===== src/soc_pkg.sv =====
package soc_pkg;

  ////////////////////
  // Bus widths
  ////////////////////

  localparam int unsigned ADDR_W = 32; // Wishbone byte address
  localparam int unsigned DATA_W = 32; // One data word
  localparam int unsigned SEL_W  = DATA_W / 8; // One select per byte lane

  typedef logic [ADDR_W-1:0] wb_addr_t; // Byte address on the bus
  typedef logic [DATA_W-1:0] wb_data_t; // Read or write data word
  typedef logic [SEL_W-1:0]  wb_sel_t;  // Byte-lane selects

  ////////////////////
  // Address map
  ////////////////////

  // Each window is 4 kB, decoded on bits 31 down to WINDOW_BITS
  localparam int unsigned WINDOW_BITS = 12;

  localparam wb_addr_t RAM_BASE = 32'h3000_0000; // Word RAM
  localparam wb_addr_t SYS_BASE = 32'h3000_1000; // System manager

  // Default RAM depth, 2 kB of words
  localparam int unsigned RAM_WORDS_DEFAULT = 512;

  ////////////////////
  // System manager registers
  ////////////////////

  // Register select, taken from address bits 3:2
  typedef logic [1:0] sys_ofs_t;

  localparam sys_ofs_t SYS_CTRL_OFS    = 2'd0; // Bit 0 drives the processor reset
  localparam sys_ofs_t SYS_SCRATCH_OFS = 2'd1; // Free 32-bit word
  localparam sys_ofs_t SYS_ID_OFS      = 2'd2; // Read-only identification

  // Value returned by the ID register
  localparam wb_data_t SYS_ID_VALUE = 32'h4D50_0001;

endpackage

===== src/wb_interconnect.sv =====
`timescale 1ns/1ps

module wb_interconnect (
  input  logic             wb_clk_i , // Bus clock
  input  logic             rst_n_i  , // Synchronous reset, active low

  // Master request
  input  logic             wbs_cyc_i,
  input  logic             wbs_stb_i,
  input  soc_pkg::wb_addr_t wbs_adr_i,

  // Target strobes
  output logic             ram_stb_o,
  output logic             sys_stb_o,

  // Target responses
  input  logic             ram_ack_i,
  input  logic             sys_ack_i,
  input  soc_pkg::wb_data_t ram_dat_i,
  input  soc_pkg::wb_data_t sys_dat_i,

  // Master response
  output logic             wbs_ack_o,
  output soc_pkg::wb_data_t wbs_dat_o
);

  ////////////////////
  // Window decode
  ////////////////////

  localparam int unsigned WB = soc_pkg::WINDOW_BITS; // Lowest decoded bit

  logic req;      // Valid cycle from the master
  logic ram_hit;  // Address inside the RAM window
  logic sys_hit;  // Address inside the system manager window
  logic miss_stb; // Address matches no window
  logic miss_ack_q;

  assign req = wbs_cyc_i & wbs_stb_i;

  // Compare upper address bits with each base
  assign ram_hit = (wbs_adr_i[31:WB] == soc_pkg::RAM_BASE[31:WB]);
  assign sys_hit = (wbs_adr_i[31:WB] == soc_pkg::SYS_BASE[31:WB]);

  // Windows are disjoint, so at most one strobe rises
  assign ram_stb_o = req & ram_hit;
  assign sys_stb_o = req & sys_hit;
  assign miss_stb  = req & ~ram_hit & ~sys_hit;

  ////////////////////
  // Unmapped responder
  ////////////////////

  // One-cycle ack so the bus never hangs
  always_ff @(posedge wb_clk_i) begin
    if (!rst_n_i) begin
      miss_ack_q <= 1'b0;
    end else begin
      miss_ack_q <= miss_stb & ~miss_ack_q; // Ack must fall before the next one
    end
  end

  ////////////////////
  // Response combine
  ////////////////////

  // Idle targets drive zero data, so a plain OR is enough
  assign wbs_ack_o = ram_ack_i | sys_ack_i | miss_ack_q;
  assign wbs_dat_o = ram_dat_i | sys_dat_i; // Unmapped reads return zero

  // Only one responder may answer in a cycle
  assert property (@(posedge wb_clk_i) disable iff (!rst_n_i)
    $onehot0({ram_ack_i, sys_ack_i, miss_ack_q}))
    else $error("More than one Wishbone target acknowledged");

endmodule


===== config.mk =====
export PLATFORM = sky130hd
export DESIGN_NAME = wb_interconnect
export DESIGN_NICKNAME = d
export VERILOG_FILES = /design/src/soc_pkg.sv /design/src/wb_interconnect.sv
export SDC_FILE = /design/constraint.sdc
export NUM_CORES = 1
export LEC_CHECK = 0
export BUFFER_PORTS_ARGS = -buffer_cell sky130_fd_sc_hd__buf_2
export CAP_MARGIN = 15
export CORE_MARGIN = 4
export CORE_UTILIZATION = 15
export DETAILED_ROUTE_END_ITERATION = 8
export GPL_TIMING_DRIVEN = 1
export PLACE_DENSITY = 0.86
export SYNTH_ARGS = -nofsm -noshare
export SYNTH_HDL_FRONTEND = slang
export SYNTH_SLANG_ARGS = --single-unit

===== constraint.sdc =====
create_clock -name wb_clk_i -period 3.2 [get_ports wb_clk_i]
set_clock_uncertainty 0.2 [all_clocks]
set_input_delay 0.32 -clock wb_clk_i [delete_from_list [all_inputs] [get_ports wb_clk_i]]
set_output_delay 0.32 -clock wb_clk_i [all_outputs]
set_load 0.02 [all_outputs]

==> results_tabular.tex <==
\begin{tabular}{lr}
\hline
Metric & Value \\
\hline
\multicolumn{2}{l}{\textbf{Status}} \\
\quad Result of the run & completed \\
\multicolumn{2}{l}{\textbf{Floorplan}} \\
\quad Initial cell density of the core & 0.1594 \\
\quad Top Ports & 137 \\
\quad Row count & 16 \\
\quad Placeable core area & 1962 µm² \\
\quad Vertical extent of the die & between 50 and 60 µm \\
\quad Die outline width & 53.67 µm \\
\quad Die area & 2880 µm² \\
\multicolumn{2}{l}{\textbf{Worst setup path}} \\
\quad Endpoint kind of the worst setup timing path & primary output \\
\quad Category of the most critical setup path & input pin to primary output \\
\quad Arrival time at the worst endpoint & 1.46 ns \\
\quad Data required, critical path & 2.68 ns \\
\quad Cells on worst reg2reg path & 2 \\
\quad Largest fanout on the critical path & 3 \\
\quad Startpoint of the worst register-to-register path & miss\_ack\_q\$\_SDFF\_PN0\_ \\
\quad Register-to-register setup slack & 2.32 ns \\
\quad Endpoint of the most critical register-to-register path & miss\_ack\_q\$\_SDFF\_PN0\_ \\
\quad Startpoint Class & input pin \\
\multicolumn{2}{l}{\textbf{Yosys}} \\
\quad Synth Warn \# & 0 \\
\quad Flip-flop and latch count after synthesis & 1 \\
\quad Compound-cell area share of the yosys netlist & 0.02400 \\
\quad Synth Cell Area & 312.8 µm² \\
\quad Post-Synthesis Net Count & 148 \\
\quad Yosys cell types & 12 \\
\quad Multiplexer share of the synthesized area & 0 \\
\quad Avg Inst Size Synth & around 6.8 µm² \\
\quad Count of mapped cells out of synthesis & 46 \\
\quad Combinational family with the most area after synthesis & simple AND/OR/NAND/NOR gates \\
\quad Sequential fraction of the synthesis area & 0.06400 \\
\quad Area share of fa/ha/maj cells after synthesis & 0 \\
\quad Synthesized-area fraction occupied by xor and xnor cells & 0 \\
\quad Share of synthesized cell area in and, or, nand and nor gates & 0.9120 \\
\multicolumn{2}{l}{\textbf{STA}} \\
\quad Post-Route Setup TNS & 0 ns \\
\quad Worst Max-Slew Pin Slew & 0.3320 ns \\
\quad Relative slew slack & 0.7766 \\
\quad Endpoints failing hold & 0 \\
\quad Number of failing setup endpoints in the final timing report & 0 \\
\quad RSZ-0062 raised after global routing & false \\
\quad Final Critical Period & approximately 2.0 ns \\
\quad Final max-slew violation count & 0 \\
\quad Post-route fraction of the period consumed by the critical path & 0.6189 \\
\quad Max Freq & 504.9 MHz \\
\multicolumn{2}{l}{\textbf{Global routing}} \\
\quad Total overflow reported by the global router & 0 \\
\quad Wire length of the first global-routing pass & about 2.7 mm \\
\quad Pin count of the biggest net entering global routing & 4 \\
\quad Vias in the first global route & just under 700 \\
\quad Number of antenna violations at the first check in global routing & 0 \\
\quad Total routing usage reported by global routing & 0.1176 \\
\multicolumn{2}{l}{\textbf{CTS}} \\
\quad Post-CTS Setup Inserts & 0 \\
\quad Clock latency reported for the late side of the worst-skew pair & 0 ns \\
\quad Hold-fix buffer count after cts & 0 \\
\quad Clk pin slew, worst setup/hold paths & 0 ns \\
\quad Resized cells post-CTS & 0 \\
\multicolumn{2}{l}{\textbf{Min path}} \\
\quad Startpoint of the lowest-slack hold path & miss\_ack\_q\$\_SDFF\_PN0\_ \\
\quad Hold path cells & 2 \\
\quad Class of the tightest hold or removal check & flop to flop \\
\quad Endpoint with the worst hold slack & miss\_ack\_q\$\_SDFF\_PN0\_ \\
\multicolumn{2}{l}{\textbf{Route}} \\
\quad Routed vias & about 790 \\
\quad Number of antenna-violating nets in the routed design & 0 \\
\quad Detailed-router iteration count before antenna repair & 3 \\
\quad 1st-iter DRT viols & 3 \\
\quad Avg Vias per Cell & around 4.0 \\
\quad Average wire length per cell after detail routing & around 11 µm \\
\quad WL final & about 2.1 mm \\
\quad Total DRC errors in the routed layout & 0 \\
\multicolumn{2}{l}{\textbf{Finish}} \\
\quad Most common cell after layout, fill and taps aside & buf\_2 \\
\quad Final net count & 274 \\
\quad Largest registers & miss\_ack\_q: 1 flops \\
\quad Commonest cells after routing, fill and taps aside & buf\_2 (124), or2\_2 (32), nor4\_1 (3) \\
\quad Number of antenna diodes & 0 \\
\quad Most flop-heavy register & miss\_ack\_q \\
\quad Non-filler instance count after layout & 197 \\
\quad Fraction of layout instances using a drive strength above 1 & 0.9294 \\
\quad Layout-stage area growth over the synthesis result & 209.2\% \\
\quad Fillcell total & $\sim$240 \\
\quad Number of flip-flops in the largest register & 1 \\
\multicolumn{2}{l}{\textbf{Power and ir drop}} \\
\quad Maximum ir drop on the vdd rail & between 60 and 70 µV \\
\quad Sum of internal, switching and leakage power & 0.0001339 W \\
\quad Static Leakage & roughly 0.56 nW \\
\quad Power per Cell Area & 138.5 nW/µm² \\
\multicolumn{2}{l}{\textbf{Placement}} \\
\quad Number of cells in the design after placement & 197 \\
\quad HPWL after detailed placement & 2.134 mm \\
\quad Placer Congestion & 0.6940 \\
\quad IO Port Bufs & 124 \\
\multicolumn{2}{l}{\textbf{Job}} \\
\quad Number of maximum-capacitance constraint violations & 0 \\
\hline
\end{tabular}
per-stage QoR:
| stage | util | setup WS [ns] | hold slack [ns] | area [µm²] |
|---|---|---|---|---|
| final | 0.4930 | 1.219 | 0.3208 | 967.2 |
| after global routing | 0.4930 | 1.061 | 0.3564 | 967.2 |
| after CTS | 0.4930 | 1.208 | 0.3262 | 967.2 |
| after detailed placement | 0.4930 | 1.209 | 0.3262 | 967.2 |
| after global placement | 0.4930 | 1.208 | 0.3189 | 967.2 |
| after floorplan | - | 1.400 | 0.2751 | 312.8 |
cell usage after synthesis:
master     n  share of area
or2_2     32           0.64
nor4_1     3          0.060
nor4_2     2          0.080
dfxtp_1    1          0.064
nand2_1    1          0.012
nand3_1    1          0.016
nand3b_1   1          0.024
nand4_1    1          0.020
nor3_1     1          0.016
nor3b_1    1          0.024
o21a_1     1          0.024
or3_1      1          0.020
how the worst max path moves through the flow:
stage | to | from | slack [ns]
after floorplan | sys_stb_o | wbs_adr_i[17] | 1.40
after global placement | ram_stb_o | wbs_adr_i[25] | 1.21
after detailed placement | ram_stb_o | wbs_adr_i[25] | 1.21
after CTS | ram_stb_o | wbs_adr_i[25] | 1.21
after global routing | ram_stb_o | wbs_adr_i[25] | 1.06
final | ram_stb_o | wbs_adr_i[25] | 1.22
worst max-delay path: stages:
cell	delay (ns)
buf_2	0.10
nor4_1	0.35
nand4_1	0.21
nor4_2	0.27
buf_2	0.21
power breakdown:
part           total (W)  internal, W  switching, W
registers      0.0000136    0.0000132   0.000000304
clock network          0            0             0
logic           0.000120    0.0000670     0.0000534
logic make-up after synthesis:
group | Yosys count
and+or+nand+nor | 44
DFF | 1
AOI/OAI and AO/OA | 1
layer usage:
layer / vias up / track usage / share of wire
met5: - / 0 / 0
met4: 0 / 0 / 0
met3: 0 / 0.04432 / 0.16
met2: 53 / 0.2238 / 0.52
met1: 334 / 0.1293 / 0.32
li1: 404 / - / -
layout make-up:
type	instances	area, µm²	area share
Sequential cell	1	20.02	0.02070
Timing Repair Buffer	124	620.6	0.6417
Tap cell	27	33.78	0.03493
Multi-Input combinational cell	45	292.8	0.3027
Power figures use the tool's default switching activity.
