<file path="src/soc_pkg.sv">
package soc_pkg;

  ////////////////////
  // Bus widths
  ////////////////////

  localparam int unsigned ADDR_W = 32; // Wishbone byte address
  localparam int unsigned DATA_W = 32; // One data word
  localparam int unsigned SEL_W  = DATA_W / 8; // One select per byte lane

  typedef logic [ADDR_W-1:0] wb_addr_t; // Byte address on the bus
  typedef logic [DATA_W-1:0] wb_data_t; // Read or write data word
  typedef logic [SEL_W-1:0]  wb_sel_t;  // Byte-lane selects

  ////////////////////
  // Address map
  ////////////////////

  // Each window is 4 kB, decoded on bits 31 down to WINDOW_BITS
  localparam int unsigned WINDOW_BITS = 12;

  localparam wb_addr_t RAM_BASE = 32'h3000_0000; // Word RAM
  localparam wb_addr_t SYS_BASE = 32'h3000_1000; // System manager

  // Default RAM depth, 2 kB of words
  localparam int unsigned RAM_WORDS_DEFAULT = 512;

  ////////////////////
  // System manager registers
  ////////////////////

  // Register select, taken from address bits 3:2
  typedef logic [1:0] sys_ofs_t;

  localparam sys_ofs_t SYS_CTRL_OFS    = 2'd0; // Bit 0 drives the processor reset
  localparam sys_ofs_t SYS_SCRATCH_OFS = 2'd1; // Free 32-bit word
  localparam sys_ofs_t SYS_ID_OFS      = 2'd2; // Read-only identification

  // Value returned by the ID register
  localparam wb_data_t SYS_ID_VALUE = 32'h4D50_0001;

endpackage
</file>
<file path="src/sys_manager.sv">
`timescale 1ns/1ps

module sys_manager (
  input  logic              wb_clk_i    , // Bus clock
  input  logic              rst_n_i     , // Synchronous reset, active low

  // Wishbone slave
  input  logic              stb_i       , // Strobe already qualified by cyc and window
  input  logic              we_i        ,
  input  soc_pkg::wb_sel_t  sel_i       ,
  input  soc_pkg::wb_addr_t adr_i       ,
  input  soc_pkg::wb_data_t dat_i       ,
  output logic              ack_o       ,
  output soc_pkg::wb_data_t dat_o       ,

  // Processor control
  output logic              proc_rst_n_o  // Low holds the processor in reset
);

  ////////////////////
  // Signals
  ////////////////////

  soc_pkg::sys_ofs_t reg_ofs; // Register select
  logic              access;  // New request this cycle
  logic              wr_en;   // Write with at least one lane set
  logic              ack_q;

  logic              ctrl_q;    // CTRL bit 0
  soc_pkg::wb_data_t scratch_q; // SCRATCH word
  soc_pkg::wb_data_t rd_mux;    // Selected read value
  soc_pkg::wb_data_t rd_q;      // Registered read word

  // Bits 3:2 only, registers repeat every 16 bytes
  assign reg_ofs = adr_i[3:2];

  assign access = stb_i & ~ack_q;
  assign wr_en  = access & we_i & (|sel_i);

  ////////////////////
  // Registers
  ////////////////////

  always_ff @(posedge wb_clk_i) begin
    if (!rst_n_i) begin
      ctrl_q    <= 1'b0; // Processor held in reset
      scratch_q <= '0;
    end else if (wr_en) begin
      if (reg_ofs == soc_pkg::SYS_CTRL_OFS) begin
        ctrl_q <= dat_i[0];
      end
      if (reg_ofs == soc_pkg::SYS_SCRATCH_OFS) begin
        scratch_q <= dat_i; // Whole word, sel only needs to be nonzero
      end
      // ID and offset 3 ignore writes
    end
  end

  assign proc_rst_n_o = ctrl_q;

  ////////////////////
  // Read path
  ////////////////////

  always_comb begin
    case (reg_ofs)
      soc_pkg::SYS_CTRL_OFS:    rd_mux = {{($bits(rd_mux)-1){1'b0}}, ctrl_q};
      soc_pkg::SYS_SCRATCH_OFS: rd_mux = scratch_q;
      soc_pkg::SYS_ID_OFS:      rd_mux = soc_pkg::SYS_ID_VALUE;
      default:                  rd_mux = '0; // Offset 3 reads zero
    endcase
  end

  // Read word captured with the ack, zero for writes
  always_ff @(posedge wb_clk_i) begin
    if (access) begin
      rd_q <= we_i ? '0 : rd_mux;
    end
  end

  ////////////////////
  // Handshake
  ////////////////////

  always_ff @(posedge wb_clk_i) begin
    if (!rst_n_i) begin
      ack_q <= 1'b0;
    end else begin
      ack_q <= access;
    end
  end

  assign ack_o = ack_q;
  assign dat_o = ack_q ? rd_q : '0; // Zero when idle

  // Every ack answers a strobe seen one cycle earlier
  assert property (@(posedge wb_clk_i) disable iff (!rst_n_i)
    ack_o |-> $past(stb_i))
    else $error("System manager ack without a preceding strobe");

endmodule

</file>
<file path="config.mk">
export PLATFORM = sky130hd
export DESIGN_NAME = sys_manager
export DESIGN_NICKNAME = d
export VERILOG_FILES = /design/src/soc_pkg.sv /design/src/sys_manager.sv
export SDC_FILE = /design/constraint.sdc
export NUM_CORES = 1
export LEC_CHECK = 0
export ABC_AREA = 1
export ABC_CLOCK_PERIOD_IN_PS = 1850
export BUFFER_PORTS_ARGS = -buffer_cell sky130_fd_sc_hd__buf_4
export CORE_MARGIN = 5
export CORE_UTILIZATION = 51
export CTS_BUF_LIST = sky130_fd_sc_hd__clkbuf_8 sky130_fd_sc_hd__clkbuf_16
export DETAILED_ROUTE_END_ITERATION = 12
export PLACE_DENSITY_LB_ADDON = 0.25
export SLEW_MARGIN = 20
export SYNTH_ARGS = -nofsm -noshare
export SYNTH_HDL_FRONTEND = slang
export SYNTH_SLANG_ARGS = --single-unit
export TNS_END_PERCENT = 1
</file>
<file path="constraint.sdc">
create_clock -name wb_clk_i -period 1.85 [get_ports wb_clk_i]
set_clock_uncertainty 0.05 [all_clocks]
set_input_delay 0 -clock wb_clk_i [delete_from_list [all_inputs] [get_ports wb_clk_i]]
set_output_delay 0 -clock wb_clk_i [all_outputs]
set_load 0.03 [all_outputs]
</file>
==> impl.org <==
** Drt
- The detailed router finished its first iteration with 118 violations.
- For this run, the detailed router's first-pass iteration total came to 4.
- Remaining number of nets flagged by the antenna check after routing :: 0
- Routed length per instance :: roughly 12 microns
- Drc violations :: 0
- Wirelength, routed :: 7440 microns
- In the routed layout, each cell is associated on average with a via count of 4.63.
- The routed layout has 2,942 vias.

** STA
- Final-report hold violation count :: 0
- Final period demand of the worst path :: 1750 ps
- In this run the tightest slew margin relative to its limit is between 60% and 70%.
- At the pin with the least slew margin, the transition time is 462 ps.
- Setup TNS after final layout :: 0 ps
- After layout, the worst path uses 94.6% of the clock period.
- Tightest hold margin :: between 10 and 15 ps
- Timing would allow up to around 570 MHz.
- Slew Limit Fails :: 0
- Setup violations remaining at the end of the flow were counted as 0.
- Unrepaired setup endpoints after global routing :: false

** Critical path
- The largest individual stage delay along the critical path comes from the cell sky130_fd_sc_hd__dlygate4sd3_1.
- Worst setup EP type :: register
- Worst path bufs/invs :: 3
- In this design, the stage delay of the slowest critical-path cell is 570 ps.
- Of all nets on the critical path, the largest fanout is 34.
- The worst setup path is of the reg2reg kind.
- Data on the critical path is required at its endpoint by 2050 ps.
- Critical path launch point type :: register
- List of cells traversed by the critical path :: inv_2 -> nand2_2 -> nor2_4 -> buf_12 -> nand4_1 -> nand2_1 -> dlygate4sd3_1 -> nor2_1
- The cell family contributing the most delay on the critical path is buffers and inverters.
- Critical path data arrival time :: slightly below 2000 ps

** Layout
- 0 antenna diodes ended up in the layout.
- In the layout the commonest cells are sky130_fd_sc_hd__inv_1, sky130_fd_sc_hd__nand2_1, sky130_fd_sc_hd__buf_4.
- In the final layout, the multi-input gates occupy ~960 sq um.
- Leaving out fill and tap cells, the most frequent cell in the layout is sky130_fd_sc_hd__inv_1.
- Total of fill cells in the finished design :: 504
- Count of placed standard cells in the final layout, fillers left out :: 636
- Summing all flip-flop and latch instances after layout gives approximately 1600 sq um.
- In the final layout, the share of cells above drive strength 1 is roughly a fifth.
- Final layout net count :: 626
- Area added between synthesis and finish :: 36.9%

** CTS
- Number of sinks driven by the clock tree :: 66
- The tree is rooted in a sky130_fd_sc_hd__clkbuf_8.
- TritonCTS clock tree :: yes
- In this run, CTS created clock tree buffers numbering 9.
- Largest buffer count on any clock path :: 2
- The H-tree was split into 3 levels.
- Clock input transition at the sequential cells of the worst setup and hold paths :: 70 ps
- Post-CTS setup buffer count :: 0
- At the later pin of the worst-skew pair, clock insertion delay measures 340 ps.

** Global route
- The first global-routing pass estimated 12,300 microns of wire.
- Pin count of the biggest net entering global routing :: 35
- GRT overflow :: 0
- Via count of the first global-routing pass :: 2,780
- Antenna violations before repair :: 0
- For this run, the total global-route usage over all layers was measured as 18.6%.

** Die
- Die Span Y :: about 90 microns
- The initial utilization of the core area, before any placement, comes to 51.9%.
- The die is 89.9 microns wide.
- The floorplan has 29 rows.
- In this run the count of I/O pins placed on the die edge is 106.
- The total area inside the core boundary comes to 6280 sq um.
- The floorplan step defined a die boundary enclosing 8090 sq um.

** Place
- Instance count after placement with tap cells included :: 577
- Global placer's final weighted congestion :: 0.763
- HPWL Detailed :: 4430 microns
- Port buffering added 75 buffers.

** Run status
- The run finished with clean final reports.

** Power
- For this design the ratio of total power to cell area is 704 nW/um^2.
- IR analysis of the VDD net gives a maximum drop of between 0.0004 and 0.0005 V.
- Summed over all cells, the static leakage comes to ~0.0024 uW.

** Flow run
- Max-cap violations in this run came to 0.

** Yosys
- In this run, synthesis produced a sequential element count of 66.
- Fraction of the yosys area taken by sequential cells :: 50.4%
- Netlist Area Pre-Place :: 3260 sq um
- Yosys Warn Count :: 0
- After synthesis, the mean cell area works out to 7.34 sq um.
- The number of different library cells used by synthesis comes to 19.
- The number of nets handed over by synthesis was 516.
- Post-synthesis cell count :: 444

** Min path
- Worst hold path class :: in2reg
per-layer routing:
layer	up-vias	GRT usage [%]	wire length, microns
met3	17	4.34	381
met2	70	33.3	3870
met5	-	0	0
li1	1532	-	-
met1	1323	19.8	2980
met4	0	10.8	206
final cells by class:
class | instances | area share, %
sequential | 66 | 36.8
timing repair buffer | 126 | 24.2
multi-input combinational | 215 | 21.6
inverter | 136 | 11.4
clock buffer | 10 | 3.09
tap | 77 | 2.16
clock inverter | 6 | 0.729
cells by family (layout without fill, tap and decap cells):
| group | after synthesis | after routing | synth area share (%) |
|---|---|---|---|
| compound gates | 8 | 8 | 1.23 |
| buf+inv | 163 | 278 | 20.0 |
| flops | 66 | 66 | 50.4 |
| simple gates | 207 | 207 | 28.3 |
through the flow:
stage	area, sq um	worst slack [ps]	util [%]	power [uW]
floorplan	3260	97.7	-	1890
global placement	3850	519	61.3	2030
detailed placement	3850	495	61.3	2040
CTS	4450	22.1	70.9	3140
global route	4460	18.3	71.1	3250
finish	4460	99.5	71.1	3140
sequential cells by signal, summed over array words and instances (netlist names):
name          cells
rd_q             32
proc_rst_n_o      1
ack_o             1
scratch_q        32
worst min-delay path, delay by kind of cell:
kind	cells	cell delay, ps
AND/OR/NAND/NOR	2	140
buffers and inverters	1	220
repair_timing:
| action | in CTS | in global routing |
|---|---|---|
| hold endpoints to repair | 34 | 0 |
| setup endpoints to repair | 0 | 8 |
| gates resized for setup | 0 | 3 |
| hold buffers | 43 | 0 |
worst paths after layout:
check | from | end | slack [ps] | cells past startpoint
worst max register to register | ack_o | scratch_q[26] | 100 | 8
worst max-delay path | ack_o | scratch_q[26] | 100 | 8
worst min register to register | scratch_q[20] | scratch_q[20] | 460 | 4
worst min-delay path | rst_n_i | scratch_q[16] | 10 | 3
power by group:
part           switching [uW]  total [uW]  leakage (uW)  internal, uW
Combinational             268         485       0.00167           217
Clock                     538        1050     0.0000916           510
Sequential               16.8        1610      0.000597          1590
synthesized netlist by cell type:
cell                       count  area, sq um
sky130_fd_sc_hd__inv_1       132          495
sky130_fd_sc_hd__nand2_1     107          402
sky130_fd_sc_hd__nor2_1       37          139
sky130_fd_sc_hd__dfxtp_1      34          681
sky130_fd_sc_hd__nand4_1      33          206
sky130_fd_sc_hd__edfxtp_1     32          961
sky130_fd_sc_hd__nor3_1       25          125
sky130_fd_sc_hd__clkbuf_1     14         52.6
sky130_fd_sc_hd__a21oi_1       7         35.0
sky130_fd_sc_hd__buf_2         6         30.0
sky130_fd_sc_hd__buf_6         4         45.0
sky130_fd_sc_hd__inv_2         4         15.0
sky130_fd_sc_hd__buf_1         2         7.51
sky130_fd_sc_hd__nor2_4        2         22.5
sky130_fd_sc_hd__buf_4         1         7.51
sky130_fd_sc_hd__nand2_2       1         6.26
sky130_fd_sc_hd__nand3_1       1         5.00
sky130_fd_sc_hd__nand3_4       1         17.5
sky130_fd_sc_hd__o21ai_0       1         5.00
Power figures use the tool's default switching activity.
